### config.mk
export PLATFORM = sky130hd
export DESIGN_NAME = viterbi_top
export DESIGN_NICKNAME = d
export VERILOG_FILES = /design/src/source/viterbi_pkg.sv /design/src/source/survivor_if.sv /design/src/source/vit_control.sv /design/src/source/conv_encoder.sv /design/src/source/acs_unit.sv /design/src/source/survivor_mem.sv /design/src/source/traceback.sv /design/src/source/viterbi_top.sv
export SDC_FILE = /design/constraint.sdc
export NUM_CORES = 1
export LEC_CHECK = 0
export BUFFER_PORTS_ARGS = -buffer_cell sky130_fd_sc_hd__buf_4
export CAP_MARGIN = 20
export CORE_AREA = 2 2 123 154
export CTS_CLUSTER_DIAMETER = 200
export CTS_CLUSTER_SIZE = 10
export DETAILED_ROUTE_END_ITERATION = 10
export DIE_AREA = 0 0 125 156
export PLACE_DENSITY_LB_ADDON = 0.1
export REMOVE_ABC_BUFFERS = 1
export SLEW_MARGIN = 20
export SYNTH_ARGS = -nofsm -noshare
export SYNTH_HDL_FRONTEND = slang
export SYNTH_HIERARCHICAL = 1
export SYNTH_SLANG_ARGS = --single-unit
### constraint.sdc
create_clock -name clk -period 3.25 [get_ports clk]
set_input_delay 0.1625 -clock clk [delete_from_list [all_inputs] [get_ports clk]]
set_output_delay 0.1625 -clock clk [all_outputs]
set_load 0.005 [all_outputs]
### src/source/viterbi_pkg.sv
`default_nettype none

package viterbi_pkg;

    localparam int NUM_STATES = 4;
    localparam int STATE_W    = 2;
    localparam int SYM_W      = 2;

    // generator taps, 7 and 5 octal, msb is the newest bit
    localparam logic [STATE_W:0] G0 = 3'b111;
    localparam logic [STATE_W:0] G1 = 3'b101;

    localparam int BLOCK_LEN  = 16;  // includes 2 tail bits
    localparam int STEP_W     = 4;
    localparam int PM_W       = 6;

    localparam logic MODE_DECODE = 1'b1;
    localparam int   SETTLE_CYC  = 2;

    typedef enum logic [3:0] {
        IDLE,
        ENCODE,
        LOAD,
        METRIC,
        TRELLIS,
        FLUSH,
        SETTLE,
        TRACE,
        DONE
    } ctl_state_t;

endpackage

`default_nettype wire

### src/source/survivor_if.sv
`default_nettype none

interface survivor_if;

    logic                               wr_en;
    logic [viterbi_pkg::STEP_W-1:0]     wr_addr;
    logic [viterbi_pkg::NUM_STATES-1:0] wr_dec;   // one decision per state

    logic [viterbi_pkg::STEP_W-1:0]     rd_addr;
    logic [viterbi_pkg::NUM_STATES-1:0] rd_dec;   // valid one cycle after rd_addr

    modport writer (
        output wr_en,
        output wr_addr,
        output wr_dec
    );

    modport mem (
        input  wr_en,
        input  wr_addr,
        input  wr_dec,
        input  rd_addr,
        output rd_dec
    );

    modport reader (
        output rd_addr,
        input  rd_dec
    );

endinterface

`default_nettype wire

### src/source/vit_control.sv
`default_nettype none

module vit_control (
    input  logic clk,
    input  logic rst,
    input  logic i_en,
    input  logic i_mode_sel,
    input  logic i_valid,
    input  logic i_last,
    output logic o_en_enc,
    output logic o_en_acs,
    output logic o_en_tb,
    output logic o_done
);

    viterbi_pkg::ctl_state_t state, nxt_state;

    logic [viterbi_pkg::STEP_W:0] step_cnt;  // symbols in TRELLIS, cycles in TRACE
    logic [1:0]                   settle_cnt;

    always_ff @(posedge clk)
    begin
        if (!rst || !i_en)
        begin
            state      <= viterbi_pkg::IDLE;
            step_cnt   <= '0;
            settle_cnt <= '0;
        end
        else
        begin
            state <= nxt_state;
            if (state == viterbi_pkg::TRELLIS)
                step_cnt <= step_cnt + (viterbi_pkg::STEP_W+1)'(i_valid);
            else if (state == viterbi_pkg::TRACE)
                step_cnt <= step_cnt + 1'b1;
            else
                step_cnt <= '0;
            settle_cnt <= (state == viterbi_pkg::SETTLE) ? settle_cnt + 1'b1 : 2'd0;
        end
    end

    always_comb
    begin
        nxt_state = state;
        case (state)
            viterbi_pkg::IDLE:
                nxt_state = (i_mode_sel == viterbi_pkg::MODE_DECODE) ?
                            viterbi_pkg::LOAD : viterbi_pkg::ENCODE;
            viterbi_pkg::ENCODE:
                if (i_mode_sel == viterbi_pkg::MODE_DECODE)
                    nxt_state = viterbi_pkg::IDLE;  // mode change restarts
            viterbi_pkg::LOAD:
                nxt_state = viterbi_pkg::METRIC;
            viterbi_pkg::METRIC:
                nxt_state = viterbi_pkg::TRELLIS;
            viterbi_pkg::TRELLIS:
                if (i_valid && i_last)
                    nxt_state = viterbi_pkg::FLUSH;
            viterbi_pkg::FLUSH:
                nxt_state = viterbi_pkg::SETTLE;
            viterbi_pkg::SETTLE:
                if (settle_cnt == 2'(viterbi_pkg::SETTLE_CYC - 1))
                    nxt_state = viterbi_pkg::TRACE;
            viterbi_pkg::TRACE:
                if (step_cnt == (viterbi_pkg::STEP_W+1)'(viterbi_pkg::BLOCK_LEN + 1))
                    nxt_state = viterbi_pkg::DONE;
            default:
                nxt_state = viterbi_pkg::IDLE;
        endcase
    end

    assign o_en_enc = i_en && (state == viterbi_pkg::ENCODE);
    assign o_en_acs = i_en && (state == viterbi_pkg::TRELLIS || state == viterbi_pkg::FLUSH);
    assign o_en_tb  = i_en && (state == viterbi_pkg::TRACE);
    assign o_done   = i_en && (state == viterbi_pkg::DONE);

    // frame length must agree with the sync marker
    a_last_on_final_step: assert property (@(posedge clk) disable iff (!rst || !i_en)
        (state == viterbi_pkg::TRELLIS && i_valid) |->
        (i_last == (step_cnt == (viterbi_pkg::STEP_W+1)'(viterbi_pkg::BLOCK_LEN - 1))));

    a_no_input_in_trace: assert property (@(posedge clk) disable iff (!rst || !i_en)
        (state == viterbi_pkg::TRACE) |-> !i_valid);

endmodule

`default_nettype wire

### src/source/conv_encoder.sv
`default_nettype none

module conv_encoder (
    input  logic                          clk,
    input  logic                          rst,
    input  logic                          i_en_enc,
    input  logic                          i_valid,
    input  logic                          i_bit,
    output logic                          o_valid,
    output logic [viterbi_pkg::SYM_W-1:0] o_sym
);

    logic [viterbi_pkg::STATE_W-1:0] sr;   // two previous bits, newest in msb
    logic [viterbi_pkg::STATE_W:0]   win;

    assign win = {i_bit, sr};

    always_ff @(posedge clk)
    begin
        if (!rst)
        begin
            sr      <= '0;
            o_valid <= 1'b0;
        end
        else
        begin
            o_valid <= i_en_enc && i_valid;
            if (!i_en_enc)
                sr <= '0;  // next run starts in state 0
            else if (i_valid)
                sr <= {i_bit, sr[viterbi_pkg::STATE_W-1]};
        end
    end

    always_ff @(posedge clk)
    begin
        if (i_en_enc && i_valid)
        begin
            o_sym <= {^(win & viterbi_pkg::G0), ^(win & viterbi_pkg::G1)};
        end
    end

endmodule

`default_nettype wire

### src/source/acs_unit.sv
`default_nettype none

module acs_unit (
    input  logic                          clk,
    input  logic                          rst,
    input  logic                          i_en_acs,
    input  logic                          i_valid,
    input  logic [viterbi_pkg::SYM_W-1:0] i_sym,
    survivor_if.writer                    surv
);

    logic [viterbi_pkg::PM_W-1:0]       pm     [viterbi_pkg::NUM_STATES];
    logic [viterbi_pkg::PM_W-1:0]       pm_nxt [viterbi_pkg::NUM_STATES];
    logic [viterbi_pkg::NUM_STATES-1:0] dec;
    logic [viterbi_pkg::STEP_W-1:0]     step;

    // hamming distance between received symbol and branch label
    function automatic logic [viterbi_pkg::PM_W:0] branch_metric(
        input logic [viterbi_pkg::STATE_W:0] win,
        input logic [viterbi_pkg::SYM_W-1:0] sym
    );
        logic [viterbi_pkg::SYM_W-1:0] diff;
        diff = {^(win & viterbi_pkg::G0), ^(win & viterbi_pkg::G1)} ^ sym;
        return (viterbi_pkg::PM_W+1)'(diff[1]) + (viterbi_pkg::PM_W+1)'(diff[0]);
    endfunction

    always_comb
    begin
        for (int i = 0; i < viterbi_pkg::NUM_STATES; i++)
        begin
            logic [viterbi_pkg::STATE_W-1:0] ns;
            logic [viterbi_pkg::PM_W:0]      m0;
            logic [viterbi_pkg::PM_W:0]      m1;
            logic [viterbi_pkg::PM_W:0]      best;
            ns = viterbi_pkg::STATE_W'(i);
            // predecessors are {ns[0], x} and input bit is ns[1]
            m0 = {1'b0, pm[{ns[0], 1'b0}]} + branch_metric({ns, 1'b0}, i_sym);
            m1 = {1'b0, pm[{ns[0], 1'b1}]} + branch_metric({ns, 1'b1}, i_sym);
            dec[i] = (m1 < m0);  // tie keeps lower predecessor
            best   = dec[i] ? m1 : m0;
            if (best > {1'b0, {viterbi_pkg::PM_W{1'b1}}})
                pm_nxt[i] = {viterbi_pkg::PM_W{1'b1}};  // unreachable states stay at max
            else
                pm_nxt[i] = best[viterbi_pkg::PM_W-1:0];
        end
    end

    always_ff @(posedge clk)
    begin
        if (!rst || !i_en_acs)
        begin
            step <= '0;
            for (int i = 0; i < viterbi_pkg::NUM_STATES; i++)
                pm[i] <= (i == 0) ? '0 : {viterbi_pkg::PM_W{1'b1}};
        end
        else if (i_valid)
        begin
            step <= step + 1'b1;
            for (int i = 0; i < viterbi_pkg::NUM_STATES; i++)
                pm[i] <= pm_nxt[i];
        end
    end

    assign surv.wr_en   = i_en_acs && i_valid;
    assign surv.wr_addr = step;
    assign surv.wr_dec  = dec;

    // no write may wrap past the last word of a frame
    a_no_step_wrap: assert property (@(posedge clk) disable iff (!rst)
        (surv.wr_en && surv.wr_addr == viterbi_pkg::STEP_W'(viterbi_pkg::BLOCK_LEN - 1))
        |=> !surv.wr_en);

endmodule

`default_nettype wire

### src/source/survivor_mem.sv
`default_nettype none

module survivor_mem (
    input  logic    clk,
    survivor_if.mem surv
);

    logic [viterbi_pkg::NUM_STATES-1:0] mem [viterbi_pkg::BLOCK_LEN];

    always_ff @(posedge clk)
    begin
        if (surv.wr_en)
        begin
            mem[surv.wr_addr] <= surv.wr_dec;
        end
    end

    always_ff @(posedge clk)
    begin
        surv.rd_dec <= mem[surv.rd_addr];  // registered read
    end

endmodule

`default_nettype wire

### src/source/traceback.sv
`default_nettype none

module traceback (
    input  logic        clk,
    input  logic        rst,
    input  logic        i_en_tb,
    survivor_if.reader  surv,
    output logic        o_bit_valid,
    output logic        o_bit
);

    logic [viterbi_pkg::STEP_W-1:0]  addr;
    logic                            issued_all;  // last read address sent
    logic                            rd_vld;      // rd_dec holds a fresh word
    logic [viterbi_pkg::STATE_W-1:0] cur;

    assign surv.rd_addr = addr;

    always_ff @(posedge clk)
    begin
        if (!rst || !i_en_tb)
        begin
            addr        <= viterbi_pkg::STEP_W'(viterbi_pkg::BLOCK_LEN - 1);
            issued_all  <= 1'b0;
            rd_vld      <= 1'b0;
            cur         <= '0;  // frame ends in state 0
            o_bit_valid <= 1'b0;
        end
        else
        begin
            rd_vld <= !issued_all;
            if (!issued_all)
            begin
                addr <= addr - 1'b1;
                if (addr == '0)
                    issued_all <= 1'b1;
            end
            o_bit_valid <= rd_vld;
            if (rd_vld)
                cur <= {cur[0], surv.rd_dec[cur]};  // step back to predecessor
        end
    end

    always_ff @(posedge clk)
    begin
        if (rd_vld)
        begin
            o_bit <= cur[viterbi_pkg::STATE_W-1];  // input bit that entered cur
        end
    end

endmodule

`default_nettype wire

### src/source/viterbi_top.sv
`default_nettype none

module viterbi_top (
    input  logic                          clk,
    input  logic                          rst,
    input  logic                          i_en,
    input  logic                          i_mode_sel,
    input  logic                          i_valid,
    input  logic                          i_bit,
    input  logic [viterbi_pkg::SYM_W-1:0] i_sym,
    input  logic                          i_last,
    output logic                          o_sym_valid,
    output logic [viterbi_pkg::SYM_W-1:0] o_sym,
    output logic                          o_bit_valid,
    output logic                          o_bit,
    output logic                          o_done
);

    logic en_enc;
    logic en_acs;
    logic en_tb;

    survivor_if surv ();

    vit_control u_ctl (
        .clk        (clk),
        .rst        (rst),
        .i_en       (i_en),
        .i_mode_sel (i_mode_sel),
        .i_valid    (i_valid),
        .i_last     (i_last),
        .o_en_enc   (en_enc),
        .o_en_acs   (en_acs),
        .o_en_tb    (en_tb),
        .o_done     (o_done)
    );

    conv_encoder u_enc (
        .clk      (clk),
        .rst      (rst),
        .i_en_enc (en_enc),
        .i_valid  (i_valid),
        .i_bit    (i_bit),
        .o_valid  (o_sym_valid),
        .o_sym    (o_sym)
    );

    acs_unit u_acs (
        .clk      (clk),
        .rst      (rst),
        .i_en_acs (en_acs),
        .i_valid  (i_valid),
        .i_sym    (i_sym),
        .surv     (surv)
    );

    survivor_mem u_mem (
        .clk  (clk),
        .surv (surv)
    );

    traceback u_tb (
        .clk         (clk),
        .rst         (rst),
        .i_en_tb     (en_tb),
        .surv        (surv),
        .o_bit_valid (o_bit_valid),
        .o_bit       (o_bit)
    );

endmodule

`default_nettype wire

### Word-level counts from Yosys, hierarchy flattened

Memories as Yosys holds them, arrays and structs flattened. A register that Yosys moved wholly into a read port is not among the register bits.
Index checks and enable logic that the tools add are counted.

* bitwise logic cells: 8
* add/subtract/negate cells: 17
* $lt $le $gt $ge: 9
* equality and inequality tests: 14
* reductions and logical operators: 23
* mux-type cells: 31

Operators by type and width (count)
* $add A6 B7 Y7: 8
* $mux W6: 8
* $pmux W4 S8: 1
* $gt A7 B6 Y1 const B: 4
* $lt A7 B7 Y1: 4
* $mux W7: 4
* $eq A4 B3 Y1 const B: 4
* $mux W4: 4
* $mux W1: 10
* $mux W5: 2
* $add A1 B1 Y2: 4
* $eq A4 B2 Y1 const B: 2
* $logic_not A4 Y1: 2
* $logic_and A1 B1 Y1: 7
* $reduce_xor A3 Y1: 2
* $add A5 B1 Y5: 1
* $add A5 B1 Y5 const B: 1
* $eq A5 B5 Y1 const B: 1
* $logic_not A1 Y1: 5
* $add A4 B1 Y4 const B: 1
* $eq A4 B1 Y1 const B: 1
* $eq A4 B4 Y1 const B: 1
* $logic_or A1 B1 Y1: 4
* $ne A2 B1 Y1 const B: 2
* other kinds (13): 19

* register bits: 30
* RAM bits: 88
* memories: 2
* logic and storage cells: 117

Memory list
* u_mem.mem: words 16, bits a word 4, rd ports 1, clocked after memory_dff 1, wr ports 1, RTL line survivor_mem.sv:8 `logic [viterbi_pkg::NUM_STATES-1:0] mem [viterbi_pkg::BLOCK_LEN];`
* u_acs.pm: words 4, bits a word 6, rd ports 4, clocked after memory_dff 0, wr ports 4, RTL line acs_unit.sv:12 `logic [viterbi_pkg::PM_W-1:0] pm [viterbi_pkg::NUM_STATES];`

### Longest topological paths before layout

* word-level depth: 8
* depth in mapped cells: 16
* gate-level depth less buffers: 16

### Modules after synthesis

Netlist, hierarchy kept.

Modules (own cells, without submodules)
* acs_unit: instances 1, area an instance 3140.5 sq um, cells an instance 362, seq. area each 800.8 sq um
* survivor_mem: instances 1, area an instance 2666.3 sq um, cells an instance 130, seq. area each 2001.9 sq um
* vit_control: instances 1, area an instance 733.2 sq um, cells an instance 83, seq. area each 220.2 sq um
* traceback: instances 1, area an instance 381.6 sq um, cells an instance 35, seq. area each 210.2 sq um
* conv_encoder: instances 1, area an instance 181.4 sq um, cells an instance 14, seq. area each 120.1 sq um

### Worst setup path before layout

Ideal clock, no wire load.

* kind: input to register
* start: in i_sym[0] (netlist name)
* end: mem u_acs/pm[1][5] (netlist name) (data pin)
* slack: 0.166 ns
* cell stages on the path: 15
* arrival: 2.817 ns
* cell sequence: inv_1 ha_1 inv_1 ha_1 ha_1 a21oi_1 nor2_1 xnor2_1 ha_1 nand4_1 and3_1 o21ai_2 inv_1 nor3_1 a22oi_1

RTL lines
* from (decl): RTL line viterbi_top.sv:10 `input logic [viterbi_pkg::SYM_W-1:0] i_sym,`
* to (decl): RTL line acs_unit.sv:12

==> results.json <==
{
  "status": "finished clean",
  "post-dp-hpwl_um": 11500,
  "nets": 718,
  "viasPerCell": 5.49,
  "grt_pass1_vias": 5010,
  "yosys_warnings": 6,
  "p_leak_nw": 3.07,
  "cts_tree": "yes",
  "critPathLaunchType": "flip-flop",
  "wire_per_inst_um": 17.4,
  "setup_viol": 0,
  "cp_common_cell": "ha_1",
  "crit_fanout": 8,
  "synth-edff-count": 91,
  "fin_crit_ns": 3.07,
  "slew-limit-headroom": 0.391,
  "coreArea_um2": 18000,
  "port-buffer-count": 14,
  "dr.pass1.iters": 4,
  "num_antenna_cells": 0,
  "cts-root-buf": "clkbuf_16",
  "num_vias": 4939,
  "cap_violations": 0,
  "fin_crit_sh": 0.943,
  "tightest_slew_ns": 0.912,
  "dp_cells": 866,
  "areaGrowthSynthToFinish_pct": 14.1,
  "yosysSeqAreaShare": 0.472,
  "cp_top_family": "compound AO/OA/AOI/OAI gates",
  "grt.overflow.total": 0,
  "track_usage": 0.167,
  "stdcell_count": 899,
  "synth_top_cell_by_area": "edfxtp_1",
  "slowest_stage": "edfxtp_1",
  "synth_seq_cells": 122,
  "max-clock-path-buffers": 2,
  "critPathRequiredTime_ns": 3.41,
  "h-tree-depth": 4,
  "ios": 15,
  "min_path_type": "in -> reg",
  "die_h_um": 156,
  "first_iter_violations": 227,
  "netlist_area_um2": 7100,
  "fin_hold_ws_ns": 0.0305,
  "synth_area_leaders": "edfxtp_1 (38%), ha_1 (9.0%), dfxtp_1 (8.7%)",
  "clk_pin_slew_ns": 0.06,
  "final_hold_viol_count": 0,
  "rsz0062_at_grt": "no",
  "power_mw": 3.93,
  "avgSynthCellArea_um2": 11.4,
  "layout-drive-gt1-share": 0.134,
  "powerDensity_nw_per_um2": 484,
  "row_count": 55,
  "finalMaxSlewViolations": 0,
  "layout_common_cells": "edfxtp_1 (91), ha_1 (51), nor2_1 (50)",
  "dieWidth_um": 125,
  "crit_path_max_incr_delay_ns": 0.53,
  "ys_async_sr_fraction": 0,
  "synthCells": 624,
  "synth_top_area_frac": 0.385,
  "grt_first_pass_wirelength_um": 25600,
  "drcViolationCount": 0,
  "wl_um": 15700,
  "peakVddDrop_v": 0.000368,
  "crit_chain": "xor2_1, ha_1, a21oi_2, nor2_1, ha_1, a21oi_1, and3_1, o21ai_1, buf_4, nor3_1, a22oi_1",
  "ys_types": 71,
  "critical_path_arrival_ns": 3.22,
  "layout_commonest_cell": "edfxtp_1",
  "clock_sinks": 122,
  "initial_utilization": 0.394,
  "fin_util": 0.450,
  "skew_ns": 0.0113,
  "path_buf_inv": 1,
  "fmax_ghz": 0.326,
  "clk_latency_ns": 0.42,
  "antenna_found_initial": 0,
  "nFillCells": 1684,
  "drtAntennaViolNets": 0,
  "path_class": "reg -> reg",
  "cts-buffers-inserted": 17,
  "synthFlopType": "edfxtp_1",
  "grt_max_degree": 25,
  "gp_congestion": 0.833,
  "fin_tns_setup_ns": 0,
  "die-area_um2": 19500,
  "cp-end-kind": "flip-flop"
}
[per-stage QoR]
stage	instance area, µm²	setup slack, ns
after CTS	8100	0.225
after global placement	7550	0.0206
after global routing	8110	0.0149
after detailed placement	7550	-0.100
after floorplan	6950	0.165
final	8110	0.184
[cells by family (layout without fill, tap and decap cells)]
family / count (synthesis) / after routing / synth area share
AOI/OAI and AO/OA: 96 / 96 / 0.0907
xor gates and xnor gates: 51 / 51 / 0.0639
adders and majority gates: 51 / 51 / 0.0898
buffers and inverters: 54 / 101 / 0.0352
DFF: 122 / 122 / 0.472
muxes: 33 / 33 / 0.0824
and+or+nand+nor: 217 / 217 / 0.166
[registers in the layout, indices dropped and copies added (netlist names), 2 cells and up]
name / flops
u_acs/pm: 24
u_mem/mem: 64
u_ctl/settle_cnt: 2
u_ctl/step_cnt: 5
u_acs/surv.wr_addr: 4
u_mem/surv.rd_dec: 4
u_ctl/state: 4
u_enc/sr: 2
u_tb/cur: 2
u_enc/o_sym: 2
u_tb/surv.rd_addr: 4
[power breakdown]
group	internal [mW]	switching (mW)	leakage (nW)	total, mW
Combinational	0.195	0.297	1.74	0.492
Sequential	1.71	0.00588	1.07	1.72
Clock	1.04	0.675	0.250	1.71
[path summary, 6_finish.rpt]
check	slack (ns)	depth (start not counted)	end	from
hold / removal	0.03	2	u_tb/surv.rd_addr[2]	rst
setup reg to reg	0.18	11	u_acs/pm[3][5]	u_acs/pm[3][1]
hold reg to reg	0.42	1	u_ctl/settle_cnt[0]	u_ctl/settle_cnt[0]
setup / recovery	0.18	11	u_acs/pm[3][5]	u_acs/pm[3][1]
[synth_stat cells (16+ instances only)]
master	instances
a21oi_1	26
ha_1	51
xor2_1	25
nand2_1	33
nand2b_1	16
nand3_1	23
nor2_1	50
xnor2_1	25
dfxtp_1	31
nor3_1	24
edfxtp_1	91
inv_1	26
[cell type report]
| type | count | area, µm² | share of cell area |
|---|---|---|---|
| sequential | 122 | 3350 | 0.414 |
| tap | 228 | 285 | 0.0352 |
| multi-input combinational | 448 | 3510 | 0.433 |
| clock buffer | 19 | 433 | 0.0534 |
| clock inverter | 13 | 104 | 0.0128 |
| inverter | 26 | 97.6 | 0.0120 |
| timing repair buffer | 43 | 325 | 0.0401 |
[repair_timing]
action / in CTS / in global routing
endpoints found under the setup margin: 0 / 2
hold endpoints to repair: 1 / 0
gates resized for setup: 0 / 2
hold buffers: 1 / 0
buffers inserted: 0 / 0
[metal layers]
| layer | up-vias | global-route usage | part of all wire |
|---|---|---|---|
| met5 | - | 0 | 0 |
| met4 | 0 | 0.0598 | 0.019 |
| met3 | 27 | 0.0360 | 0.033 |
| met2 | 99 | 0.307 | 0.53 |
| met1 | 2403 | 0.191 | 0.42 |
| li1 | 2410 | - | - |
Note: power is estimated with default switching activity, not from simulation.
